`src/game_pkg.sv`:
```
`default_nettype none

package game_pkg;

  // ============================
  // Widths
  // ============================
  localparam int lives_w = 3;   // Holds 0 to lives_max.
  localparam int level_w = 4;
  localparam int score_w = 16;  // Score wraps at this width.
  localparam int stat_w  = 16;  // One status word.
  localparam int addr_w  = 2;

  // ============================
  // Limits and reset values
  // ============================
  localparam logic [lives_w-1:0] lives_max = 3'd5;   // Also the lives reset value.
  localparam logic [level_w-1:0] level_min = 4'd1;   // Level after reset.
  localparam logic [level_w-1:0] level_max = 4'd15;  // Level ceiling.
  localparam logic [score_w-1:0] score_rst = '0;

  // ============================
  // Status map and arbiter
  // ============================
  // Address 3 is unused and reads zero.
  localparam logic [addr_w-1:0] addr_lives = 2'd0;
  localparam logic [addr_w-1:0] addr_level = 2'd1;
  localparam logic [addr_w-1:0] addr_score = 2'd2;

  localparam int n_peers = 3;

  // Request and grant bit positions, lowest index wins.
  localparam int peer_lives = 0;
  localparam int peer_level = 1;
  localparam int peer_score = 2;

endpackage

`default_nettype wire
```
`src/game_core.sv`:
```
`timescale 1ns/1ps
`default_nettype none

module game_core (
  input  wire                         pclk,
  input  wire                         rst,
  input  wire                         hit,
  input  wire                         bonus,
  input  wire                         target,
  input  wire  [game_pkg::addr_w-1:0]  rd_addr,
  output wire  [game_pkg::stat_w-1:0]  rd_data,
  output wire  [game_pkg::level_w-1:0] level,
  output wire                         level_up,
  output wire                         lives_1,
  output wire                         lives_2,
  output wire                         lives_3,
  output wire                         lives_4,
  output wire                         lives_5,
  output wire                         game_over
);

  import game_pkg::*;

  // ============================
  // Internal nets
  // ============================
  wire [n_peers-1:0] req;
  wire [n_peers-1:0] grant;
  wire [stat_w-1:0]  lives_data;
  wire [stat_w-1:0]  level_data;
  wire [stat_w-1:0]  score_data;
  wire               wr_en;
  wire [addr_w-1:0]  wr_addr;
  wire [stat_w-1:0]  wr_data;

  lives_tracker u_lives (
    .pclk      (pclk),
    .rst       (rst),
    .hit       (hit),
    .bonus     (bonus),
    .grant     (grant[peer_lives]),
    .lives_1   (lives_1),
    .lives_2   (lives_2),
    .lives_3   (lives_3),
    .lives_4   (lives_4),
    .lives_5   (lives_5),
    .game_over (game_over),
    .req       (req[peer_lives]),
    .wr_data   (lives_data)
  );

  level_ctrl u_level (
    .pclk     (pclk),
    .rst      (rst),
    .lives_5  (lives_5),
    .grant    (grant[peer_level]),
    .level    (level),
    .level_up (level_up),
    .req      (req[peer_level]),
    .wr_data  (level_data)
  );

  // The score reaches the host only through the status memory.
  score_counter u_score (
    .pclk    (pclk),
    .rst     (rst),
    .target  (target),
    .level   (level),
    .grant   (grant[peer_score]),
    .score   (),
    .req     (req[peer_score]),
    .wr_data (score_data)
  );

  status_arbiter u_arb (
    .req        (req),
    .grant      (grant),
    .wr_en      (wr_en),
    .wr_addr    (wr_addr),
    .wr_data    (wr_data),
    .lives_data (lives_data),
    .level_data (level_data),
    .score_data (score_data)
  );

  status_regs u_regs (
    .pclk    (pclk),
    .rst     (rst),
    .wr_en   (wr_en),
    .wr_addr (wr_addr),
    .wr_data (wr_data),
    .rd_addr (rd_addr),
    .rd_data (rd_data)
  );

endmodule

`default_nettype wire

```
`src/status_regs.sv`:
```
`timescale 1ns/1ps
`default_nettype none

module status_regs (
  input  wire                         pclk,
  input  wire                         rst,
  input  wire                         wr_en,
  input  wire  [game_pkg::addr_w-1:0]  wr_addr,
  input  wire  [game_pkg::stat_w-1:0]  wr_data,
  input  wire  [game_pkg::addr_w-1:0]  rd_addr,
  output logic [game_pkg::stat_w-1:0]  rd_data
);

  import game_pkg::*;

  logic [stat_w-1:0] lives_q;
  logic [stat_w-1:0] level_q;
  logic [stat_w-1:0] score_q;

  // Write port, preloaded with the game's reset state.
  always_ff @(posedge pclk) begin
    if (rst) begin
      lives_q <= stat_w'(lives_max);
      level_q <= stat_w'(level_min);
      score_q <= stat_w'(score_rst);
    end else if (wr_en) begin
      case (wr_addr)
        addr_lives: lives_q <= wr_data;
        addr_level: level_q <= wr_data;
        addr_score: score_q <= wr_data;
        default:    ;                           // Unused slot.
      endcase
    end
  end

  // Host read, one cycle behind rd_addr.
  always_ff @(posedge pclk) begin
    case (rd_addr)
      addr_lives: rd_data <= lives_q;
      addr_level: rd_data <= level_q;
      addr_score: rd_data <= score_q;
      default:    rd_data <= '0;
    endcase
  end

endmodule

`default_nettype wire

```
`src/status_arbiter.sv`:
```
`timescale 1ns/1ps
`default_nettype none

module status_arbiter (
  input  wire  [game_pkg::n_peers-1:0] req,
  output logic [game_pkg::n_peers-1:0] grant,
  output logic                        wr_en,
  output logic [game_pkg::addr_w-1:0]  wr_addr,
  output logic [game_pkg::stat_w-1:0]  wr_data,
  input  wire  [game_pkg::stat_w-1:0]  lives_data,
  input  wire  [game_pkg::stat_w-1:0]  level_data,
  input  wire  [game_pkg::stat_w-1:0]  score_data
);

  import game_pkg::*;

  // ============================
  // Fixed priority select
  // ============================
  // Lives first, then level, then score.
  always_comb begin
    grant   = '0;
    wr_addr = addr_lives;
    wr_data = lives_data;
    if (req[peer_lives]) begin
      grant[peer_lives] = 1'b1;
    end else if (req[peer_level]) begin
      grant[peer_level] = 1'b1;
      wr_addr           = addr_level;
      wr_data           = level_data;
    end else if (req[peer_score]) begin
      grant[peer_score] = 1'b1;
      wr_addr           = addr_score;
      wr_data           = score_data;
    end
  end

  assign wr_en = |req;                          // Any request wins a slot.

endmodule

`default_nettype wire

```
`src/score_counter.sv`:
```
`timescale 1ns/1ps
`default_nettype none

module score_counter (
  input  wire                         pclk,
  input  wire                         rst,
  input  wire                         target,
  input  wire  [game_pkg::level_w-1:0] level,
  input  wire                         grant,
  output logic [game_pkg::score_w-1:0] score,
  output logic                        req,
  output logic [game_pkg::stat_w-1:0]  wr_data
);

  import game_pkg::*;

  logic pend;

  // ============================
  // Accumulator
  // ============================
  always_ff @(posedge pclk) begin
    if (rst) begin
      score <= score_rst;
      pend  <= 1'b0;
    end else begin
      if (target) begin
        score <= score + score_w'(level);       // Wraps at score_w bits.
      end
      // Level is never zero, so every target changes the score.
      pend <= target | (pend & ~grant);
    end
  end

  assign req     = pend;
  assign wr_data = stat_w'(score);

endmodule

`default_nettype wire

```
`src/level_ctrl.sv`:
```
`timescale 1ns/1ps
`default_nettype none

module level_ctrl (
  input  wire                         pclk,
  input  wire                         rst,
  input  wire                         lives_5,
  input  wire                         grant,
  output logic [game_pkg::level_w-1:0] level,
  output logic                        level_up,
  output logic                        req,
  output logic [game_pkg::stat_w-1:0]  wr_data
);

  import game_pkg::*;

  typedef enum logic [1:0] {
    st_armed = 2'b00,   // Waiting for the fifth life to go.
    st_raise = 2'b01,   // One cycle, the level steps here.
    st_wait  = 2'b10    // Waiting for full lives again.
  } state_t;

  state_t state;
  state_t state_nxt;
  logic   step;
  logic   pend;

  // ============================
  // Next state
  // ============================
  always_comb begin
    state_nxt = state;
    case (state)
      st_armed: if (!lives_5) state_nxt = st_raise;
      st_raise: state_nxt = st_wait;
      st_wait:  if (lives_5) state_nxt = st_armed;   // Re-arm on full lives.
      default:  state_nxt = st_armed;
    endcase
  end

  // No step and no pulse once the ceiling is reached.
  assign step = (state == st_raise) && (level != level_max);

  // ============================
  // Registers
  // ============================
  always_ff @(posedge pclk) begin
    if (rst) begin
      state    <= st_armed;
      level    <= level_min;
      level_up <= 1'b0;
      pend     <= 1'b0;
    end else begin
      state    <= state_nxt;
      level_up <= step;                         // One-cycle pulse.
      pend     <= step | (pend & ~grant);
      if (step) begin
        level <= level + 1'b1;
      end
    end
  end

  assign req     = pend;
  assign wr_data = stat_w'(level);

endmodule

`default_nettype wire

```
`src/lives_tracker.sv`:
```
`timescale 1ns/1ps
`default_nettype none

module lives_tracker (
  input  wire                        pclk,
  input  wire                        rst,
  input  wire                        hit,
  input  wire                        bonus,
  input  wire                        grant,
  output logic                       lives_1,
  output logic                       lives_2,
  output logic                       lives_3,
  output logic                       lives_4,
  output logic                       lives_5,
  output logic                       game_over,
  output logic                       req,
  output logic [game_pkg::stat_w-1:0] wr_data
);

  import game_pkg::*;

  logic [lives_w-1:0] count;
  logic [lives_w-1:0] count_nxt;
  logic               pend;

  // Saturating count, a hit and a bonus together cancel.
  always_comb begin
    count_nxt = count;
    if (hit && !bonus && (count != '0)) begin
      count_nxt = count - 1'b1;                 // Lose one life.
    end else if (bonus && !hit && (count != lives_max)) begin
      count_nxt = count + 1'b1;                 // Restore one life.
    end
  end

  always_ff @(posedge pclk) begin
    if (rst) begin
      count <= lives_max;
      pend  <= 1'b0;
    end else begin
      count <= count_nxt;
      // A fresh change keeps the flag set even while granted.
      pend  <= (count_nxt != count) | (pend & ~grant);
    end
  end

  // Thermometer view of the count.
  assign lives_1   = (count >= 3'd1);
  assign lives_2   = (count >= 3'd2);
  assign lives_3   = (count >= 3'd3);
  assign lives_4   = (count >= 3'd4);
  assign lives_5   = (count >= 3'd5);
  assign game_over = (count == '0);             // No lives left.

  assign req     = pend;
  assign wr_data = stat_w'(count);              // Zero-extended status word.

endmodule

`default_nettype wire

```
`config.mk`:
```
export PLATFORM = sky130hd
export DESIGN_NAME = game_core
export DESIGN_NICKNAME = d
export VERILOG_FILES = /design/src/game_pkg.sv /design/src/game_core.sv /design/src/status_regs.sv /design/src/status_arbiter.sv /design/src/score_counter.sv /design/src/level_ctrl.sv /design/src/lives_tracker.sv
export SDC_FILE = /design/constraint.sdc
export NUM_CORES = 1
export LEC_CHECK = 0
export BUFFER_PORTS_ARGS = -buffer_cell sky130_fd_sc_hd__buf_4
export CAP_MARGIN = 20
export CORE_MARGIN = 4
export CORE_UTILIZATION = 60
export CTS_CLUSTER_SIZE = 25
export DETAILED_ROUTE_END_ITERATION = 8
export PLACE_DENSITY_LB_ADDON = 0.2
export SYNTH_ARGS = -nofsm -noshare
export SYNTH_HDL_FRONTEND = slang
export SYNTH_HIERARCHICAL = 1
export SYNTH_SLANG_ARGS = --single-unit
```
`constraint.sdc`:
```
create_clock -name pclk -period 5.85 [get_ports pclk]
set_clock_uncertainty 0.15 [all_clocks]
set_input_delay 0.585 -clock pclk [delete_from_list [all_inputs] [get_ports pclk]]
set_output_delay 0.585 -clock pclk [all_outputs]
set_load 0.1 [all_outputs]
```
==> flow_metrics.tcl, run 1 <==
set metrics [dict create \
    post-synth-top-count-cell "dfxtp_1" \
    final_nets 538 \
    cp-start-kind "flop" \
    cpMostUsedCell "nor2b_1" \
    reg2reg_to "u_regs/score_q[6]" \
    clock-sinks 93 \
    hold_class "flop to flop" \
    synth_cells 532 \
    numCtsBuffers 9 \
    cp_cell_sequence "nor2b_1 > nor2b_1 > nand3b_1 > mux2i_1" \
    gp_congestion 0.761 \
    synth.area.top_cells "dfxtp_1 (37%), mux2i_1 (13%), nand2b_1 (7.9%), buf_4 (7.6%), buf_6 (3.1%)" \
    setup_slack_ns 2.88 \
    r2r_slack_ns 2.88 \
    drc 0 \
    grt_antenna_before_repair 0 \
    std_cell_rows 33 \
    min_period_ns 2.97 \
    endpoint_kind "flop" \
    ys_warn_count 6 \
    holdPathStages 1 \
    slew_viol_final 0 \
    power_density_mw_per_mm2 325 \
    core-area_mm2 0.00822 \
    clk_path_buf_depth 2 \
    ctsHoldBuffers 0 \
    synthTopCellsByCount "dfxtp_1 (93), mux2i_1 (67), nand2b_1 (64)" \
    setup_viol 0 \
    ys_seq_area_share_pct 36.8 \
    first_pass_iters 5 \
    via_per_inst 5.33 \
    clkTransAtPathRegs_ns 0.09 \
    worstHoldEndpoint "u_level/state[0]" \
    grt_max_degree 96 \
    hp-start "u_level/state[0]" \
    gr-total-overflow 0 \
    pre_cts_slack_ns 2.96 \
    leakage_nw 2.21 \
    vias 3350 \
    finalHoldViolations 0 \
    drtAntennaViolNets 0 \
    path_class "flop to flop" \
    synth-edff-count 0 \
    syn_to_final_growth_pct 0.173 \
    fmax_ghz 0.336 \
    die_y_um 99.9 \
    synth_top_cell_area_share_pct 36.8 \
    cpMaxStageDelayCell "nor2b_1" \
    h-tree-depth 3 \
    synthFlopType "dfxtp_1" \
    ios 34 \
    post_cts_buffers 0 \
    arrival_ns 3.09 \
    ys_ff_latch 93 \
    grt_pass1_vias 3164 \
    synth_cell_type_count 57 \
    max_stage_delay_ns 0.82 \
    cts_resized 0 \
    reg2regPathDepth 4 \
    wire_per_inst_um 14.1 \
    netlist_area_mm2 0.00506 \
    syn_area_per_cell_um2 9.52 \
    dr.first_iter.drc_count 184 \
    status "finished clean" \
    fin_setup_tns_ns 0 \
    port-buffer-count 33 \
    hpwl_um 5880 \
    n_fill_cell 684 \
    die-area_mm2 0.00998 \
    drive_gt1_share_pct 12.6 \
    reg2reg_from "u_score/req" \
    grt_pass1_wl_um 15100 \
    wl_um 8880 \
    cp_num_buf_inv 0 \
    diodes 0 \
    critPathRequiredTime_ns 5.97 \
    drv_cap 0 \
    hold_slack_ns 0.319 \
    path_max_fanout 16 \
    tightest_slew_ns 1.11 \
    grtUsageTotal_pct 18.5 \
    yosys.area.top_type "dfxtp_1" \
    grt_setup_unrepaired "false" \
    cts_tree "yes" \
    dieWidth_um 99.9 \
    fin_crit_sh_pct 50.8 \
    vdd_drop_max_mv 0.158 \
    slew_headroom_pct 25.9 \
    cts_root_buf "clkbuf_8" \
    clk_latency_ns 0.36 \
    async_reset_ff_share_pct 0 \
    initial_core_util_pct 61.6 \
    path_delay_family "simple AND/OR/NAND/NOR gates" \
]
## per-layer routing
metal / track usage, % / wire length (um)
met1: 25.3 / 4370
met2: 29.1 / 4080
met3: 4.10 / 319
met4: 5.67 / 103
met5: 0 / 0
## how the worst max path moves through the flow
stage | from | endpoint | slack [ns] | cells after the start
6_report | u_score/req | u_regs/score_q[6] | 2.88 | 4
5_1_grt | u_score/req | u_regs/score_q[9] | 2.60 | 4
4_1_cts | u_score/req | u_regs/score_q[6] | 2.91 | 4
3_5_place_dp | u_score/req | u_regs/score_q[13] | 2.96 | 4
3_3_place_gp | u_score/req | u_regs/score_q[0] | 3.06 | 4
2_1_floorplan | u_lives/count[1] | lives_3 | 2.47 | 2
## state kept, by name (all words and copies together), names as in the netlist
register	count
u_regs/rd_data	16
u_lives/req	1
u_lives/count	3
u_regs/level_q	16
u_level/req	1
u_regs/score_q	16
u_level/level_up	1
u_score/req	1
u_regs/lives_q	16
u_score/score	16
u_level/level	4
u_level/state	2
## cells by family (layout without fill, tap and decap cells)
| group | count (synthesis) | in the layout | share of synthesized area [%] |
|---|---|---|---|
| buf+inv | 121 | 90 | 16.1 |
| mux | 67 | 67 | 13.2 |
| compound gates | 85 | 85 | 12.4 |
| flops | 93 | 93 | 36.8 |
| xor+xnor | 3 | 3 | 0.519 |
| simple gates | 149 | 149 | 17.8 |
| other cells | 2 | 25 | 0.148 |
| fa+ha+maj | 12 | 12 | 3.11 |
## layout by cell type (no fill, tap or decap), types with 11 or more instances in the layout
cell type  synthesis  final
dfxtp_1           93     93
mux2i_1           67     67
nand2b_1          64     64
inv_1             38     38
buf_4             51     36
nor2_1            29     29
conb_1             2     25
a21oi_1           22     22
o2bb2ai_1         16     16
a222oi_1          15     15
ha_1              11     11
## where the power goes
part | internal (W) | switching, W | total [W] | leakage [nW]
logic | 0.000167 | 0.000326 | 0.000493 | 1.35
registers | 0.000697 | 0.0000530 | 0.000750 | 0.757
clock network | 0.000165 | 0.000242 | 0.000406 | 0.0989
## layout make-up
cell class,instances,area (um^2),share of cell area (%)
inverters,38,143,2.81
well taps,105,131,2.59
multi-input cells,341,2480,48.8
flip-flops and latches,93,1860,36.7
clock buffers,9,124,2.44
repair buffers,36,270,5.33
clock inverters,7,67.6,1.33
## per-stage QoR
stage / total power (W) / area, um^2 / cells / util, %
finish: 0.00165 / 5070 / 629 / 61.7
floorplan: 0.00121 / 5150 / 555 / -
global placement: 0.00124 / 4870 / 612 / 59.3
detailed placement: 0.00126 / 4870 / 612 / 59.3
CTS: 0.00167 / 5070 / 628 / 61.7
global route: 0.00174 / 5070 / 629 / 61.7
Power figures use the tool's default switching activity.
==> inputs of run 2 (changes only) <==
- clock period: 5.85 -> 2.9 ns (I/O delays scaled with it)
==> run 2 against run 1 <==
Fmax up 23%. Via count grew 0.96%. Non-clock buffer count increased by 4. Flip-flop and latch count unchanged. Critical path depth grew 2. Global-route usage is 0.15 points higher. Combinational power increased by 100%. Register-to-register slack worse by 2.4 ns. Die area stayed put. Utilization rose by 0.34 points. Clock-buffer cell count unchanged. Clock power rose by 110%.
==> flow_metrics.tcl, run 2 (synthesis results as in run 1) <==
set metrics [dict create \
    grt_max_degree 96 \
    final_cell_mix "dfxtp_1 (93), mux2i_1 (67), nand2b_1 (64)" \
    via_per_inst 5.34 \
    reg2reg_to "u_score/score[10]" \
    fmax_ghz 0.412 \
    arrival_ns 2.57 \
    clkTransAtPathRegs_ns 0.10 \
    r2r_slack_ns 0.48 \
    drive_gt1_share_pct 13.3 \
    wl_um 9060 \
    n_fill_cell 683 \
    critPathRequiredTime_ns 3.04 \
    max_stage_delay_ns 0.58 \
    reg2regPathDepth 6 \
    path_max_fanout 12 \
    gp_congestion 0.789 \
    port-buffer-count 33 \
    cp-start-kind "flop" \
    grtUsageTotal_pct 18.6 \
    hold_class "input port to flop" \
    tightest_slew_ns 0.797 \
    grt_setup_unrepaired "false" \
    core-area_mm2 0.00822 \
    regArea_mm2 0.00186 \
    holdPathStages 2 \
    gr-total-overflow 0 \
    vias 3382 \
    cts_resized 0 \
    hp-start "hit" \
    die_y_um 99.9 \
    hpwl_um 6070 \
    leakage_nw 2.22 \
    h-tree-depth 3 \
    final_common_cell "dfxtp_1" \
    worstHoldEndpoint "u_lives/count[2]" \
    diodes 0 \
    grt_pass1_vias 3182 \
    initial_core_util_pct 61.6 \
    slew_viol_final 0 \
    multiInputGateArea_mm2 0.00248 \
    reg2reg_from "u_level/level[0]" \
    slew_headroom_pct 46.9 \
    finalHoldViolations 0 \
    vdd_drop_max_mv 0.448 \
    die-area_mm2 0.00998 \
    first_pass_iters 6 \
    drv_cap 0 \
    post_cts_buffers 0 \
    std_cell_rows 33 \
    dieWidth_um 99.9 \
    wire_per_inst_um 14.3 \
    ios 34 \
    grt_pass1_wl_um 15200 \
    clock-sinks 93 \
    cpMaxStageDelayCell "a21oi_1" \
    min_period_ns 2.42 \
    cp_cell_sequence "ha_1 > fa_1 > a21o_1 > a21oi_1 > o21ai_0 > a21oi_1" \
    setup_viol 0 \
    final_nets 542 \
    grt_antenna_before_repair 0 \
    setup_slack_ns 0.475 \
    pre_cts_slack_ns 0.496 \
    cpMostUsedCell "a21oi_1" \
    fin_setup_tns_ns 0 \
    path_class "flop to flop" \
    status "finished clean" \
    numCtsBuffers 9 \
    endpoint_kind "flop" \
    power_density_mw_per_mm2 658 \
    clk_path_buf_depth 2 \
    crit_start "u_level/level[0]" \
    cts_tree "yes" \
    clk_latency_ns 0.37 \
    syn_to_final_growth_pct 0.716 \
    cts_root_buf "clkbuf_8" \
    ctsHoldBuffers 0 \
    drc 0 \
    drtAntennaViolNets 0 \
    fin_crit_sh_pct 83.6 \
    dr.first_iter.drc_count 138 \
]
run 2: area by class of cell:
cell class / instances / area share (%)
Clock buffer: 9 / 2.43
Multi-Input combinational cell: 341 / 48.5
Sequential cell: 93 / 36.5
Timing Repair Buffer: 40 / 5.89
Inverter: 38 / 2.80
Tap cell: 105 / 2.58
Clock inverter: 7 / 1.28
run 2: worst max-delay path, delay by kind of cell (launching register included):
family	cells	cell delay (ns)
DFF	1	0.38
adders and majority gates	2	0.68
AOI/OAI and AO/OA	4	1.15
run 2: per-stage QoR:
| stage | total power [W] | area (um^2) | utilization [%] | hold WS, ns | std cells |
|---|---|---|---|---|---|
| 6_report | 0.00336 | 5100 | 62.1 | 0.0413 | 633 |
| 5_1_grt | 0.00353 | 5100 | 62.1 | 0.0461 | 633 |
| 4_1_cts | 0.00338 | 5100 | 62.1 | 0.0337 | 633 |
| 3_5_place_dp | 0.00254 | 4910 | 59.8 | 0.293 | 617 |
| 3_3_place_gp | 0.00252 | 4910 | 59.8 | 0.284 | 617 |
| 2_1_floorplan | 0.00245 | 5150 | - | 0.209 | 555 |
run 2: layer usage:
layer | routed length [um] | vias up | GRT usage, %
li1 | - | 1734 | -
met1 | 4460 | 1587 | 25.4
met2 | 4170 | 50 | 29.7
met3 | 289 | 11 | 2.99
met4 | 136 | 0 | 7.14
met5 | 0 | - | 0
run 2: power breakdown:
part	total, W	internal, W	leakage, nW	switching [W]
clock network	0.000839	0.000333	0.0943	0.000507
registers	0.00151	0.00141	0.757	0.000104
logic	0.00101	0.000342	1.37	0.000664
total	0.00336	0.00208	2.22	0.00127
run 2: worst max-delay path by stage:
stage / end / slack [ns] / cells after the start
after global placement: u_score/score[14] / 0.60 / 6
after floorplan: u_level/state[1] / 0.30 / 7
after CTS: u_score/score[10] / 0.47 / 6
after global routing: u_score/score[8] / 0.30 / 6
final: u_score/score[10] / 0.48 / 6
after detailed placement: u_score/score[10] / 0.50 / 6
==> inputs of run 3 (changes only) <==
- CORE_UTILIZATION: 60 -> 55
- clock period: 2.9 -> 2.1 ns (I/O delays scaled with it)
==> run 3 against run 2 <==
Utilization decreased by 2.1 points. Wire length increased by 4.0%. Via count increased by 1.3%. Critical endpoint is now lives_1. Clock-buffer cell count increased by 1. Combinational power increased by 48%.
==> flow_metrics.tcl, run 3 (synthesis results as in run 1) <==
set metrics [dict create \
    switching_share_pct 35.7 \
    fmax_ghz 0.501 \
    grt_pass1_wl_um 16100 \
    grtUsageTotal_pct 17.9 \
    grt_max_degree 58 \
    core-area_mm2 0.00885 \
    gp_congestion 0.820 \
    drive_gt1_share_pct 16.9 \
    final_common_cell "dfxtp_1" \
    arrival_ns 1.64 \
    ios 34 \
    grt_antenna_before_repair 0 \
    switchingPower_w 0.00173 \
    reg2regPathDepth 7 \
    drv_cap 0 \
    critPathRequiredTime_ns 1.74 \
    gr-total-overflow 0 \
    slew_viol_final 0 \
    grt_setup_unrepaired "false" \
    hp-start "bonus" \
    fin_crit_sh_pct 95.1 \
    max_stage_delay_ns 0.43 \
    cts_root_buf "clkbuf_8" \
    port-buffer-count 33 \
    reg2reg_to "u_score/score[14]" \
    hold_slack_ns 0.0424 \
    placedInstanceArea_mm2 0.00502 \
    reg2reg_from "u_score/score[0]" \
    tightest_slew_ns 0.707 \
    dieWidth_um 104 \
    h-tree-depth 3 \
    clock-sinks 93 \
    drtAntennaViolNets 0 \
    vdd_drop_max_mv 0.564 \
    die-area_mm2 0.0108 \
    fin_setup_tns_ns 0 \
    worstHoldEndpoint "u_lives/count[2]" \
    hpwl_um 6360 \
    diodes 0 \
    slew_headroom_pct 52.8 \
    n_fill_cell 777 \
    path_max_fanout 4 \
    syn_to_final_growth_pct 4.84 \
    cpMaxStageDelayCell "or4_1" \
    final_cell_mix "dfxtp_1 (86), mux2i_1 (67), nand2b_1 (64)" \
    utilization_pct 60.0 \
    status "finished clean" \
    seqPwrFrac_pct 43.1 \
    crit_start "u_lives/count[1]" \
    endpoint_kind "primary output" \
    clk_latency_ns 0.35 \
    wl_um 9430 \
    min_period_ns 2.00 \
    combPwrFrac_pct 30.8 \
    first_pass_iters 5 \
    clkTransAtPathRegs_ns 0.09 \
    setup_viol 0 \
    clk_path_buf_depth 2 \
    numCtsBuffers 9 \
    hold_class "input port to flop" \
    cp-start-kind "flop" \
    std_cell_rows 34 \
    p_clk_share_pct 26.1 \
    leakage_nw 2.30 \
    holdPathStages 3 \
    multiInputGateArea_mm2 0.00250 \
    power_density_mw_per_mm2 911 \
    drc 0 \
    wire_per_inst_um 14.6 \
    path_class "flop to primary output" \
    vias 3427 \
    grt_pass1_vias 3316 \
    finalHoldViolations 0 \
    die_y_um 104 \
    cts_tree "yes" \
    final_nets 553 \
    cp_cell_sequence "inv_1 > ha_2 > or4_1 > buf_8" \
    via_per_inst 5.30 \
    initial_core_util_pct 57.2 \
    intPower_w 0.00311 \
    final_area_mm2 0.00531 \
    dr.first_iter.drc_count 161 \
    regArea_mm2 0.00188 \
    r2r_slack_ns 0.11 \
]
==> run 3: changes by cell type in the layout (fill, tap and decap cells not counted), sizes merged <==
cell	previous run	this run
clkinvlp	1	2
clkbuf	9	10
inv	42	40
bufinv	0	1
clkinv	2	0
buf	40	49
dlygate4sd3	0	2
==> run 3: worst max-delay path by stage <==
| stage | to | cells past startpoint |
|---|---|---|
| after floorplan | u_score/score[10] | 7 |
| after global placement | u_regs/level_q[7] | 4 |
| after detailed placement | u_regs/lives_q[7] | 4 |
| after CTS | lives_1 | 4 |
| after global routing | lives_3 | 6 |
| final | lives_1 | 4 |
==> run 3: through the flow <==
stage                     std cells  power [W]  setup WS, ns
after floorplan                 555    0.00339        0.0160
after global placement          626    0.00353        0.0589
after detailed placement        626    0.00356        0.0265
after CTS                       643    0.00484       -0.0212
after global routing            646    0.00510       0.00633
final                           646    0.00484         0.102
==> run 3: metal layers <==
| metal | track usage, % | routed length (um) | vias to the layer above |
|---|---|---|---|
| li1 | - | - | 1757 |
| met1 | 24.0 | 4660 | 1617 |
| met2 | 29.0 | 4420 | 47 |
| met3 | 4.28 | 291 | 6 |
| met4 | 4.84 | 66 | 0 |
| met5 | 0 | 0 | - |
==> run 3: layout make-up <==
cell class / count / share of cell area (%)
Timing Repair Buffer: 51 / 8.15
Tap cell: 108 / 2.54
Clock buffer: 10 / 2.80
Clock inverter: 5 / 1.23
Multi-Input combinational cell: 341 / 47.2
Sequential cell: 93 / 35.4
Inverter: 38 / 2.69
==> run 3: power groups by stage <==
stage / Combinational, W / Sequential, W / Clock [W]
finish: 0.00149 / 0.00208 / 0.00127
global route: 0.00160 / 0.00211 / 0.00139
CTS: 0.00144 / 0.00209 / 0.00131
detailed placement: 0.00143 / 0.00213 / 0
global placement: 0.00141 / 0.00212 / 0
floorplan: 0.00103 / 0.00236 / 0
==> run 3: what timing repair did <==
action	CTS	global route
setup endpoints to repair	3	10
hold buffers	2	0
setup buffers	0	2
gates resized for setup	4	8
hold endpoints to repair	2	0
==> run 3: critical path: cells and delay by family (launching register included) <==
| family | cells | cell delay [ns] |
|---|---|---|
| adder cells (fa/ha/maj) | 1 | 0.21 |
| AND/OR/NAND/NOR | 1 | 0.43 |
| flip-flops | 1 | 0.35 |
| buffers and inverters | 2 | 0.29 |
